File: src/rtl/echo_rx_pkg.sv
`default_nettype none

package echo_rx_pkg;

	// Template-compared header length in bytes.
	localparam int unsigned header_bytes = 40;

	// Ping identifier, high byte first.
	localparam int unsigned id_hi_pos = 40;
	localparam int unsigned id_lo_pos = 41;

	// Shortest frame that carries the full identifier.
	localparam int unsigned min_frame_bytes = 42;

	// IP header and ICMP checksums, never compared.
	localparam int unsigned cksum_ip_hi = 24;
	localparam int unsigned cksum_ip_lo = 25;
	localparam int unsigned cksum_icmp_hi = 36;
	localparam int unsigned cksum_icmp_lo = 37;

	// Byte position counter, saturates at 63.
	localparam int unsigned pos_width = 6;

	typedef enum logic [7:0] {
		ICMP_ECHO_REPLY = 8'd0,
		ICMP_ECHO_REQUEST = 8'd8
	} icmp_type_t;

	typedef enum logic [1:0] {
		RX_IDLE,
		RX_ACTIVE,
		RX_TAIL
	} parse_state_t;

endpackage

`default_nettype wire

File: src/rtl/echo_frame_parser.sv
`default_nettype none
`timescale 1ns/1ps

module echo_frame_parser (
	input wire logic clk_rx,
	input wire logic rst_rx,
	input wire logic [7:0] rx_data,
	input wire logic rx_last,
	input wire logic rx_valid,
	output logic [echo_rx_pkg::pos_width-1:0] byte_pos,
	output logic frame_start,
	output logic frame_done,
	output logic [15:0] frame_id_rx,
	output logic length_ok
);
	echo_rx_pkg::parse_state_t state;

	// First byte of a frame arrives while no frame is open.
	assign frame_start = rx_valid && (state == echo_rx_pkg::RX_IDLE);

	always_ff @(posedge clk_rx) begin
		if (rst_rx) begin
			state <= echo_rx_pkg::RX_IDLE;
			byte_pos <= '0;
			frame_done <= 1'b0;
			length_ok <= 1'b0;
		end else begin
			frame_done <= 1'b0;
			if (!rx_valid) begin
				// Gap abort, frame is dropped silently.
				state <= echo_rx_pkg::RX_IDLE;
				byte_pos <= '0;
			end else if (rx_last) begin
				state <= echo_rx_pkg::RX_IDLE;
				byte_pos <= '0;
				frame_done <= 1'b1;
				length_ok <= (byte_pos >= echo_rx_pkg::min_frame_bytes - 1);
			end else begin
				if (byte_pos >= echo_rx_pkg::id_lo_pos)
					state <= echo_rx_pkg::RX_TAIL;
				else
					state <= echo_rx_pkg::RX_ACTIVE;
				if (byte_pos != '1)
					byte_pos <= byte_pos + 1'b1;
			end
		end
	end

	// Identifier bytes only exist before the tail.
	always_ff @(posedge clk_rx) begin
		if (rx_valid && state != echo_rx_pkg::RX_TAIL) begin
			if (byte_pos == echo_rx_pkg::id_hi_pos)
				frame_id_rx[15:8] <= rx_data;
			if (byte_pos == echo_rx_pkg::id_lo_pos)
				frame_id_rx[7:0] <= rx_data;
		end
	end

	// A completion pulse always follows a sampled last byte.
	assert property (@(posedge clk_rx) disable iff (rst_rx)
		frame_done |-> $past(rx_valid && rx_last));

endmodule

`default_nettype wire

File: src/rtl/echo_header_compare.sv
`default_nettype none
`timescale 1ns/1ps

module echo_header_compare #(
	parameter echo_rx_pkg::icmp_type_t ICMP_TYPE = echo_rx_pkg::ICMP_ECHO_REPLY
) (
	input wire logic clk_rx,
	input wire logic rst_rx,
	input wire logic [7:0] rx_data,
	input wire logic rx_skip,
	input wire logic rx_valid,
	input wire logic [echo_rx_pkg::pos_width-1:0] byte_pos,
	input wire logic frame_start,
	input wire logic [47:0] mac_dst,
	input wire logic [47:0] mac_src,
	input wire logic [31:0] ip_src,
	input wire logic [31:0] ip_dst,
	input wire logic [15:0] frame_id,
	input wire logic [15:0] log_id,
	output logic header_ok
);
	localparam int unsigned tmpl_bits = echo_rx_pkg::header_bytes * 8;

	logic [tmpl_bits-1:0] template_vec;
	logic [7:0] expected;
	logic in_header;
	logic is_cksum;
	logic compare_en;
	logic byte_ok;
	int unsigned sel;

	// Byte 0 sits in the top octet.
	assign template_vec = {
		mac_dst,
		mac_src,
		48'h0800_4500_001C,
		frame_id,
		48'h4000_4001_0000,
		ip_src,
		ip_dst,
		8'(ICMP_TYPE),
		24'h00_0000,
		log_id
	};

	assign in_header = (byte_pos < echo_rx_pkg::header_bytes);

	// Checksums change per frame.
	assign is_cksum = (byte_pos == echo_rx_pkg::cksum_ip_hi) ||
		(byte_pos == echo_rx_pkg::cksum_ip_lo) ||
		(byte_pos == echo_rx_pkg::cksum_icmp_hi) ||
		(byte_pos == echo_rx_pkg::cksum_icmp_lo);

	always_comb begin
		sel = 0;
		if (in_header)
			sel = echo_rx_pkg::header_bytes - 1 - int'(byte_pos);
		expected = template_vec[sel*8 +: 8];
	end

	// Bytes rewritten by the MAC carry rx_skip.
	assign compare_en = rx_valid && in_header && !is_cksum && !rx_skip;
	assign byte_ok = !compare_en || (rx_data == expected);

	// Sticky match flag, re-armed on the first byte.
	// Includes the last byte, so it lines up with frame_done.
	always_ff @(posedge clk_rx) begin
		if (rst_rx) begin
			header_ok <= 1'b1;
		end else if (rx_valid) begin
			if (frame_start)
				header_ok <= byte_ok;
			else
				header_ok <= header_ok && byte_ok;
		end
	end

endmodule

`default_nettype wire

File: src/rtl/echo_report_queue.sv
`default_nettype none
`timescale 1ns/1ps

module echo_report_queue #(
	parameter int REPORT_DEPTH = 4
) (
	input wire logic clk_rx,
	input wire logic rst_rx,
	input wire logic frame_done,
	input wire logic header_ok,
	input wire logic length_ok,
	input wire logic [15:0] frame_id_rx,
	input wire logic report_ready,
	output logic [15:0] report_id,
	output logic report_valid,
	output logic [15:0] drop_count
);
	localparam int ptr_w = (REPORT_DEPTH > 1) ? $clog2(REPORT_DEPTH) : 1;
	localparam int cnt_w = $clog2(REPORT_DEPTH + 1);

	logic [15:0] mem [REPORT_DEPTH];
	logic [ptr_w-1:0] wr_ptr;
	logic [ptr_w-1:0] rd_ptr;
	logic [cnt_w-1:0] count;
	logic accept;
	logic full;
	logic push;
	logic pop;

	assign accept = frame_done && header_ok && length_ok;
	assign full = (count == cnt_w'(REPORT_DEPTH));
	assign push = accept && !full;
	assign pop = report_valid && report_ready;

	assign report_valid = (count != '0);
	assign report_id = mem[rd_ptr];

	always_ff @(posedge clk_rx) begin
		if (push)
			mem[wr_ptr] <= frame_id_rx;
	end

	always_ff @(posedge clk_rx) begin
		if (rst_rx) begin
			wr_ptr <= '0;
			rd_ptr <= '0;
			count <= '0;
			drop_count <= '0;
		end else begin
			if (push)
				wr_ptr <= (wr_ptr == ptr_w'(REPORT_DEPTH - 1)) ? '0 : wr_ptr + 1'b1;
			if (pop)
				rd_ptr <= (rd_ptr == ptr_w'(REPORT_DEPTH - 1)) ? '0 : rd_ptr + 1'b1;
			if (push && !pop)
				count <= count + 1'b1;
			else if (pop && !push)
				count <= count - 1'b1;
			// Counter sticks at its top value.
			if (accept && full && drop_count != 16'hFFFF)
				drop_count <= drop_count + 1'b1;
		end
	end

	// Waiting head entry must not change under it.
	assert property (@(posedge clk_rx) disable iff (rst_rx)
		report_valid && !report_ready |=> report_valid && $stable(report_id));

	assert property (@(posedge clk_rx) disable iff (rst_rx)
		count <= cnt_w'(REPORT_DEPTH));

endmodule

`default_nettype wire

File: src/rtl/echo_rx_top.sv
`default_nettype none
`timescale 1ns/1ps

module echo_rx_top #(
	parameter echo_rx_pkg::icmp_type_t ICMP_TYPE = echo_rx_pkg::ICMP_ECHO_REPLY,
	parameter int REPORT_DEPTH = 4
) (
	input wire logic clk_rx,
	input wire logic rst_rx,
	input wire logic [7:0] rx_data,
	input wire logic rx_skip,
	input wire logic rx_last,
	input wire logic rx_valid,
	input wire logic [47:0] mac_dst,
	input wire logic [47:0] mac_src,
	input wire logic [31:0] ip_src,
	input wire logic [31:0] ip_dst,
	input wire logic [15:0] frame_id,
	input wire logic [15:0] log_id,
	input wire logic report_ready,
	output logic [15:0] report_id,
	output logic report_valid,
	output logic [15:0] drop_count
);
	logic [echo_rx_pkg::pos_width-1:0] byte_pos;
	logic frame_start;
	logic frame_done;
	logic [15:0] frame_id_rx;
	logic length_ok;
	logic header_ok;

	echo_frame_parser u_parser (
		.clk_rx(clk_rx),
		.rst_rx(rst_rx),
		.rx_data(rx_data),
		.rx_last(rx_last),
		.rx_valid(rx_valid),
		.byte_pos(byte_pos),
		.frame_start(frame_start),
		.frame_done(frame_done),
		.frame_id_rx(frame_id_rx),
		.length_ok(length_ok)
	);

	echo_header_compare #(
		.ICMP_TYPE(ICMP_TYPE)
	) u_compare (
		.clk_rx(clk_rx),
		.rst_rx(rst_rx),
		.rx_data(rx_data),
		.rx_skip(rx_skip),
		.rx_valid(rx_valid),
		.byte_pos(byte_pos),
		.frame_start(frame_start),
		.mac_dst(mac_dst),
		.mac_src(mac_src),
		.ip_src(ip_src),
		.ip_dst(ip_dst),
		.frame_id(frame_id),
		.log_id(log_id),
		.header_ok(header_ok)
	);

	echo_report_queue #(
		.REPORT_DEPTH(REPORT_DEPTH)
	) u_queue (
		.clk_rx(clk_rx),
		.rst_rx(rst_rx),
		.frame_done(frame_done),
		.header_ok(header_ok),
		.length_ok(length_ok),
		.frame_id_rx(frame_id_rx),
		.report_ready(report_ready),
		.report_id(report_id),
		.report_valid(report_valid),
		.drop_count(drop_count)
	);

endmodule

`default_nettype wire

File: config.mk
export PLATFORM = sky130hd
export DESIGN_NAME = echo_rx_top
export DESIGN_NICKNAME = d
export VERILOG_FILES = /design/src/rtl/echo_rx_pkg.sv /design/src/rtl/echo_frame_parser.sv /design/src/rtl/echo_header_compare.sv /design/src/rtl/echo_report_queue.sv /design/src/rtl/echo_rx_top.sv
export SDC_FILE = /design/constraint.sdc
export NUM_CORES = 1
export LEC_CHECK = 0
export ABC_AREA = 0
export BUFFER_PORTS_ARGS = -buffer_cell sky130_fd_sc_hd__clkbuf_2
export CORE_UTILIZATION = 45
export DETAILED_ROUTE_END_ITERATION = 8
export GPL_TIMING_DRIVEN = 0
export PLACE_DENSITY = 0.73
export SLEW_MARGIN = 20
export SYNTH_ARGS = -nofsm -noshare
export SYNTH_HDL_FRONTEND = slang
export SYNTH_SLANG_ARGS = --single-unit
export TNS_END_PERCENT = 20
File: constraint.sdc
create_clock -name clk_rx -period 4.1 [get_ports clk_rx]
set_input_delay 0.41 -clock clk_rx [delete_from_list [all_inputs] [get_ports clk_rx]]
set_output_delay 0.41 -clock clk_rx [all_outputs]
set_load 0.05 [all_outputs]
**Word level (Yosys, flattened, before mapping)**

Memories as Yosys holds them, arrays and structs flattened. A register that Yosys moved wholly into a read port is not among the register bits.
Index checks and enable logic that the tools add are counted.

- $add $sub $neg: 7
- $lt $le $gt $ge: 2
- Equal/unequal tests: 13
- Shift-type cells: 1
- Mux-type cells: 12
- Bitwise logic cells: 1
- Reductions and logical operators: 32

Operator list:

| operator | count |
|---|---|
| variable part select 320 x 33 -> 8 bit | 1 |
| 2-to-1 mux 29 bit | 1 |
| == test 6 bit, second input constant | 4 |
| adder 16 x 1 -> 16 bit, second input constant | 1 |
| != test 16 bit, second input constant | 1 |
| logical AND 1 bit | 14 |
| == test 6 x 5 -> 1 bit, second input constant | 2 |
| 2-to-1 mux 2 bit | 5 |
| == test 8 bit | 1 |
| subtractor 6 x 6 -> 7 bit, first input constant | 1 |
| adder 6 x 1 -> 6 bit, second input constant | 1 |
| >= comparator 6 bit, second input constant | 1 |
| logical NOT 1 bit | 6 |
| less-than comparator 6 bit, second input constant | 1 |
| 2-to-1 mux 3 bit | 2 |
| != test 6 bit, second input constant | 1 |
| AND reduction 2 bit | 3 |
| adder 2 x 1 -> 2 bit, second input constant | 2 |
| == test 2 bit, second input constant | 2 |
| logical OR 1 bit | 4 |
| 2-to-1 mux 1 bit | 4 |
| adder 3 x 1 -> 3 bit, second input constant | 1 |
| == test 3 bit, second input constant | 1 |
| nonzero test 3 bit | 1 |
| 7 further kinds | 7 |

- Bits in registers: 50
- Bits in writable memories: 64
- Bits of input ports: 206
- Output and inout bits: 33
- Word-level logic and storage cells: 80
- Memories: 1

Memories:

| name | words | bits a word | rd ports | clocked after memory_dff | wr ports | RTL line | text |
|---|---|---|---|---|---|---|---|
| u_queue.mem | 4 | 16 | 1 | 1 | 1 | echo_report_queue.sv:21 | `logic [15:0] mem [REPORT_DEPTH];` |

**Longest topological paths before layout**

- Depth in word-level cells: 11
- Depth in mapped cells: 12
- Mapped depth without buffers: 10

**Cells and area by module**

A second synthesis with hierarchy kept.

- Cells, all modules: 685
- Area total of the unflattened synthesis: 7273.2 sq um

Modules (own cells, without submodules):

| module | times used | cells each | area an instance (sq um) |
|---|---|---|---|
| echo_report_queue | 1 | 235 | 3648.5 |
| echo_header_compare | 1 | 375 | 2633.8 |
| echo_frame_parser | 1 | 75 | 991.0 |

**Worst setup path before layout**

Ideal clock, no wire load.

- Path kind: reg2reg
- Start point: reg u_parser.byte_pos[3] in the netlist's numbering
- End point: reg u_compare.header_ok
- Library setup time: 60 ps
- Data arrival time: 2837 ps
- Data required time: 4040 ps
- Path slack: 1203 ps
- Stages on the path, launching flop included: 13
- Clock period less this slack: 2897 ps
- Cell sequence: dfxtp_1 buf_2 clkinv_1 ha_1 clkbuf_2 nor3b_1 o21ai_1 a211o_1 o22a_1 o31ai_1 xor2_1 a2111oi_1 a41o_1

- Word-level cells in the longest chain between the ends: 11
- Elaborated cells on any way between the ends: 20
- Classes of those cells: add/sub: 1; order compare: 1; eq/ne: 5; shift: 1; mux: 2; reduce/logical: 10

Ends and longest elaborated chain:

| element | RTL line | text |
|---|---|---|
| from (decl) | echo_frame_parser.sv:10 | `output logic [echo_rx_pkg::pos_width-1:0] byte_pos,` |
| from (signal assigned) | echo_frame_parser.sv:44 | `byte_pos <= byte_pos + 1'b1;` |
| branches (longest 8 deep; another with subtractor 6 x 6 -> 7 bit) | -- |  |
| logical OR 1 bit * | echo_header_compare.sv:63 | `assign byte_ok = !compare_en \|\| (rx_data == expected);` |
| logical AND 1 bit | echo_header_compare.sv:74 | `header_ok <= header_ok && byte_ok;` |
| 2-to-1 mux 1 bit * | echo_header_compare.sv:71 | `if (frame_start)` |
| to (signal assigned) | echo_header_compare.sv:72 | `header_ok <= byte_ok;` |
| to (signal assigned) | echo_header_compare.sv:74 |  |
| to (decl) | echo_header_compare.sv:20 | `output logic header_ok` |

Mark *: on every way between the ends.
A chain may end at the register's enable or synchronous reset.

**Worst setup path in the final report**

Ends and elaborated chain as after synthesis.

==> impl_metrics.tcl <==
set metrics [dict create \
    remaining_drc_errors 14 \
    synthMuxAreaShare 0.1320 \
    io_pins 239 \
    status "finished with violations" \
    first_pass_iters 7 \
    cp-endpoint "u_compare.header_ok" \
    numPortBuffers 237 \
    synthAdderAreaFrac 0.02681 \
    area_growth_syn_to_layout_pct 29.73 \
    power_density_nw_per_um2 405.2 \
    chipWidth_um 125.0 \
    die_h_um 125.0 \
    post-place-ws_ps 235.3 \
    end_kind "register" \
    drv_cap 0 \
    critPathRequiredTime_ps 4440 \
    crit_type "register to register" \
    initial_core_util 0.4652 \
    cts_root_buf "clkbuf_16" \
    finalCritPeriodShare 0.9110 \
    critical_path_arrival_ps 4080 \
    path_clk_slew_ps 50 \
    synth_edf_count 80 \
    clock_skew_ps 8.376 \
    rsz0062_at_grt "false" \
    synth_top_family_by_area "compound AO/OA/AOI/OAI gates" \
    mostFrequentLayoutCell "clkbuf_2" \
    synth_nets 847 \
    drt_wl_total_um 22600 \
    violations "DRC" \
    overflow 0 \
    rrSetupSlack_ps 360 \
    vias 6390 \
    place_congestion 0.9978 \
    worst_skew_pair.late_latency_ps 400 \
    finish.net_count 1103 \
    n_antenna_cell 0 \
    finalSetupTns_ps 0 \
    finalHoldViolCount 0 \
    clockBufferDepth 2 \
    ff2ff_path_depth 12 \
    hpwl_um 17270 \
    synth_compound_area_frac 0.1748 \
    vias_per_cell 5.917 \
    synth_top_cells_by_area "edfxtp_1 (35%), dfxtp_1 (11%), mux4_2 (6.6%)" \
    async_flop_share 0 \
    p_total_mw 3.581 \
    drt_iter0_markers 620 \
    grt_usage 0.2925 \
    grt_max_degree 17 \
    yosysUniqueCellTypes 76 \
    synth_top_cell_area_share 0.3526 \
    synth_top_area_cell "edfxtp_1" \
    fmax_ghz 0.2677 \
    cts_buffers 17 \
    yosysSeqAreaShare 0.4584 \
    row_count 44 \
    grt_pass1_vias 6303 \
    mostFrequentLayoutCells "clkbuf_2 (238), edfxtp_1 (80), nor2_1 (57)" \
    finalSetupViolations 0 \
    ir_drop_mv 0.3299 \
    ctsHtreeMaxLevel 4 \
    syn_area_per_cell_um2 10.87 \
    worst_setup_path_start_kind "register" \
    ant_nets 0 \
    fin_crit_ps 3735 \
    coreArea_um2 14640 \
    synth_xor_area_frac 0.02957 \
    hold_ws_ps 243.6 \
    r2r-end "u_compare.header_ok" \
    leakagePower_nw 3.558 \
    timing.final.ws_setup_ps 364.9 \
    crit_fanout 10 \
    antenna_found_initial 0 \
    wl_per_cell_um 20.93 \
    crit_start "u_parser.byte_pos[3]" \
    cts_tree "built" \
    synth-simple-area-share 0.1376 \
    hp-class "input port to register" \
    dieArea_um2 15640 \
    ys_ff_latch 116 \
    reg2reg_from "u_parser.byte_pos[3]" \
    cts.sinks 116 \
    maxSlewViolCount 0 \
    synthCells 627 \
    mappedNetlistArea_um2 6813 \
    relSlewSlack 0.4300 \
    synthFlopType "edfxtp_1" \
    worst_pin_slew_ps 855.0 \
    drive_gt1_frac 0.3873 \
    grt_pass1_wl_um 34710 \
    yosys_warnings 0 \
]
## where the power goes
group | internal [mW] | total (mW) | switching (mW) | leakage, nW
clock network | 0.962 | 1.50 | 0.537 | 0.289
logic | 0.307 | 0.789 | 0.482 | 2.26
registers | 1.27 | 1.29 | 0.0259 | 1.01
total | 2.54 | 3.58 | 1.04 | 3.56
## worst max-delay path, stage by stage, from the launching register on
cell,delay [ps]
dfxtp_1,450
buf_2,290
clkinv_1,310
ha_1,380
clkbuf_2,190
nor3b_2,380
o21ai_1,320
a221oi_1,290
a21oi_1,140
o41ai_1,150
xor2_1,140
a2111oi_1,420
a41o_1,220
## cell usage after synthesis, types with 6 or more instances
cell type	count
nand2b_1	7
nand3_1	14
nor2_1	57
and2_1	8
o22ai_1	7
nand2_1	45
dfxtp_1	36
o221ai_1	8
ha_1	13
xnor2_1	6
edfxtp_1	80
nor3_1	13
o21ai_0	28
clkbuf_1	10
or3_1	9
a21oi_1	47
buf_2	20
a221oi_1	8
mux4_2	20
mux2_2	15
xor2_1	17
mux2i_1	28
a211oi_1	7
inv_1	12
## per-stage QoR
| stage | std cells | cell area (um2) | util |
|---|---|---|---|
| 3_3_place_gp | 1048 | 8229 | 0.5619 |
| 4_1_cts | 1080 | 8833 | 0.6032 |
| 6_report | 1080 | 8838 | 0.6036 |
| 3_5_place_dp | 1048 | 8229 | 0.5619 |
| 5_1_grt | 1080 | 8838 | 0.6036 |
| 2_1_floorplan | 627 | 6813 | - |
## flip-flops by register name (all words and copies together), names as in the netlist, named ones only
register and count:
u_queue.wr_ptr 2, u_parser.byte_pos 6, u_queue.mem 64, u_parser.length_ok 1, u_queue.drop_count 16, u_queue.count 3, u_compare.header_ok 1, u_parser.frame_id_rx 16
u_parser.frame_done 1, u_queue.rd_ptr 2, u_parser.state 2
## layer usage
layer	up-vias	track usage	part of all wire
met2	376	0.4864	0.48
li1	2923	-	-
met4	0	0.1105	0.028
met1	3039	0.3592	0.40
met5	-	0	0
met3	52	0.08644	0.093
## worst min-delay path by stage
stage | start | endpoint | cells after the start
global placement | u_parser.length_ok | u_parser.length_ok | 2
floorplan | u_parser.length_ok | u_parser.length_ok | 2
finish | rx_data[5] | u_parser.frame_id_rx[5] | 1
detailed placement | u_parser.length_ok | u_parser.length_ok | 2
global route | rx_data[5] | u_parser.frame_id_rx[13] | 1
CTS | rx_data[5] | u_parser.frame_id_rx[13] | 1
## what timing repair did
| action | in CTS | in global routing |
|---|---|---|
| hold buffers | 0 | 0 |
| buffers inserted | 0 | 0 |
| gates resized for setup | 0 | 1 |
| hold endpoints to repair | 0 | 0 |
| setup endpoints to repair | 0 | 1 |
## kinds of logic (layout without fill, tap and decap cells)
family / after synthesis / count (layout)
adders and majority gates: 14 / 14
DFF: 116 / 116
buffers and inverters: 55 / 324
muxes: 63 / 63
xor gates and xnor gates: 23 / 23
AOI/OAI and AO/OA: 168 / 168
and+or+nand+nor: 188 / 188
## final cells by class
cell class	instances	area, um2
plain buffers	42	229.0
inverters	13	48.80
repair buffers	237	1186
multi-input cells	456	3417
fillers	1294	5806
clock buffers	18	429.2
flip-flops and latches	116	3123
well taps	184	230.2
clock inverters	14	175.2
(Power assumes the default switching activity.)
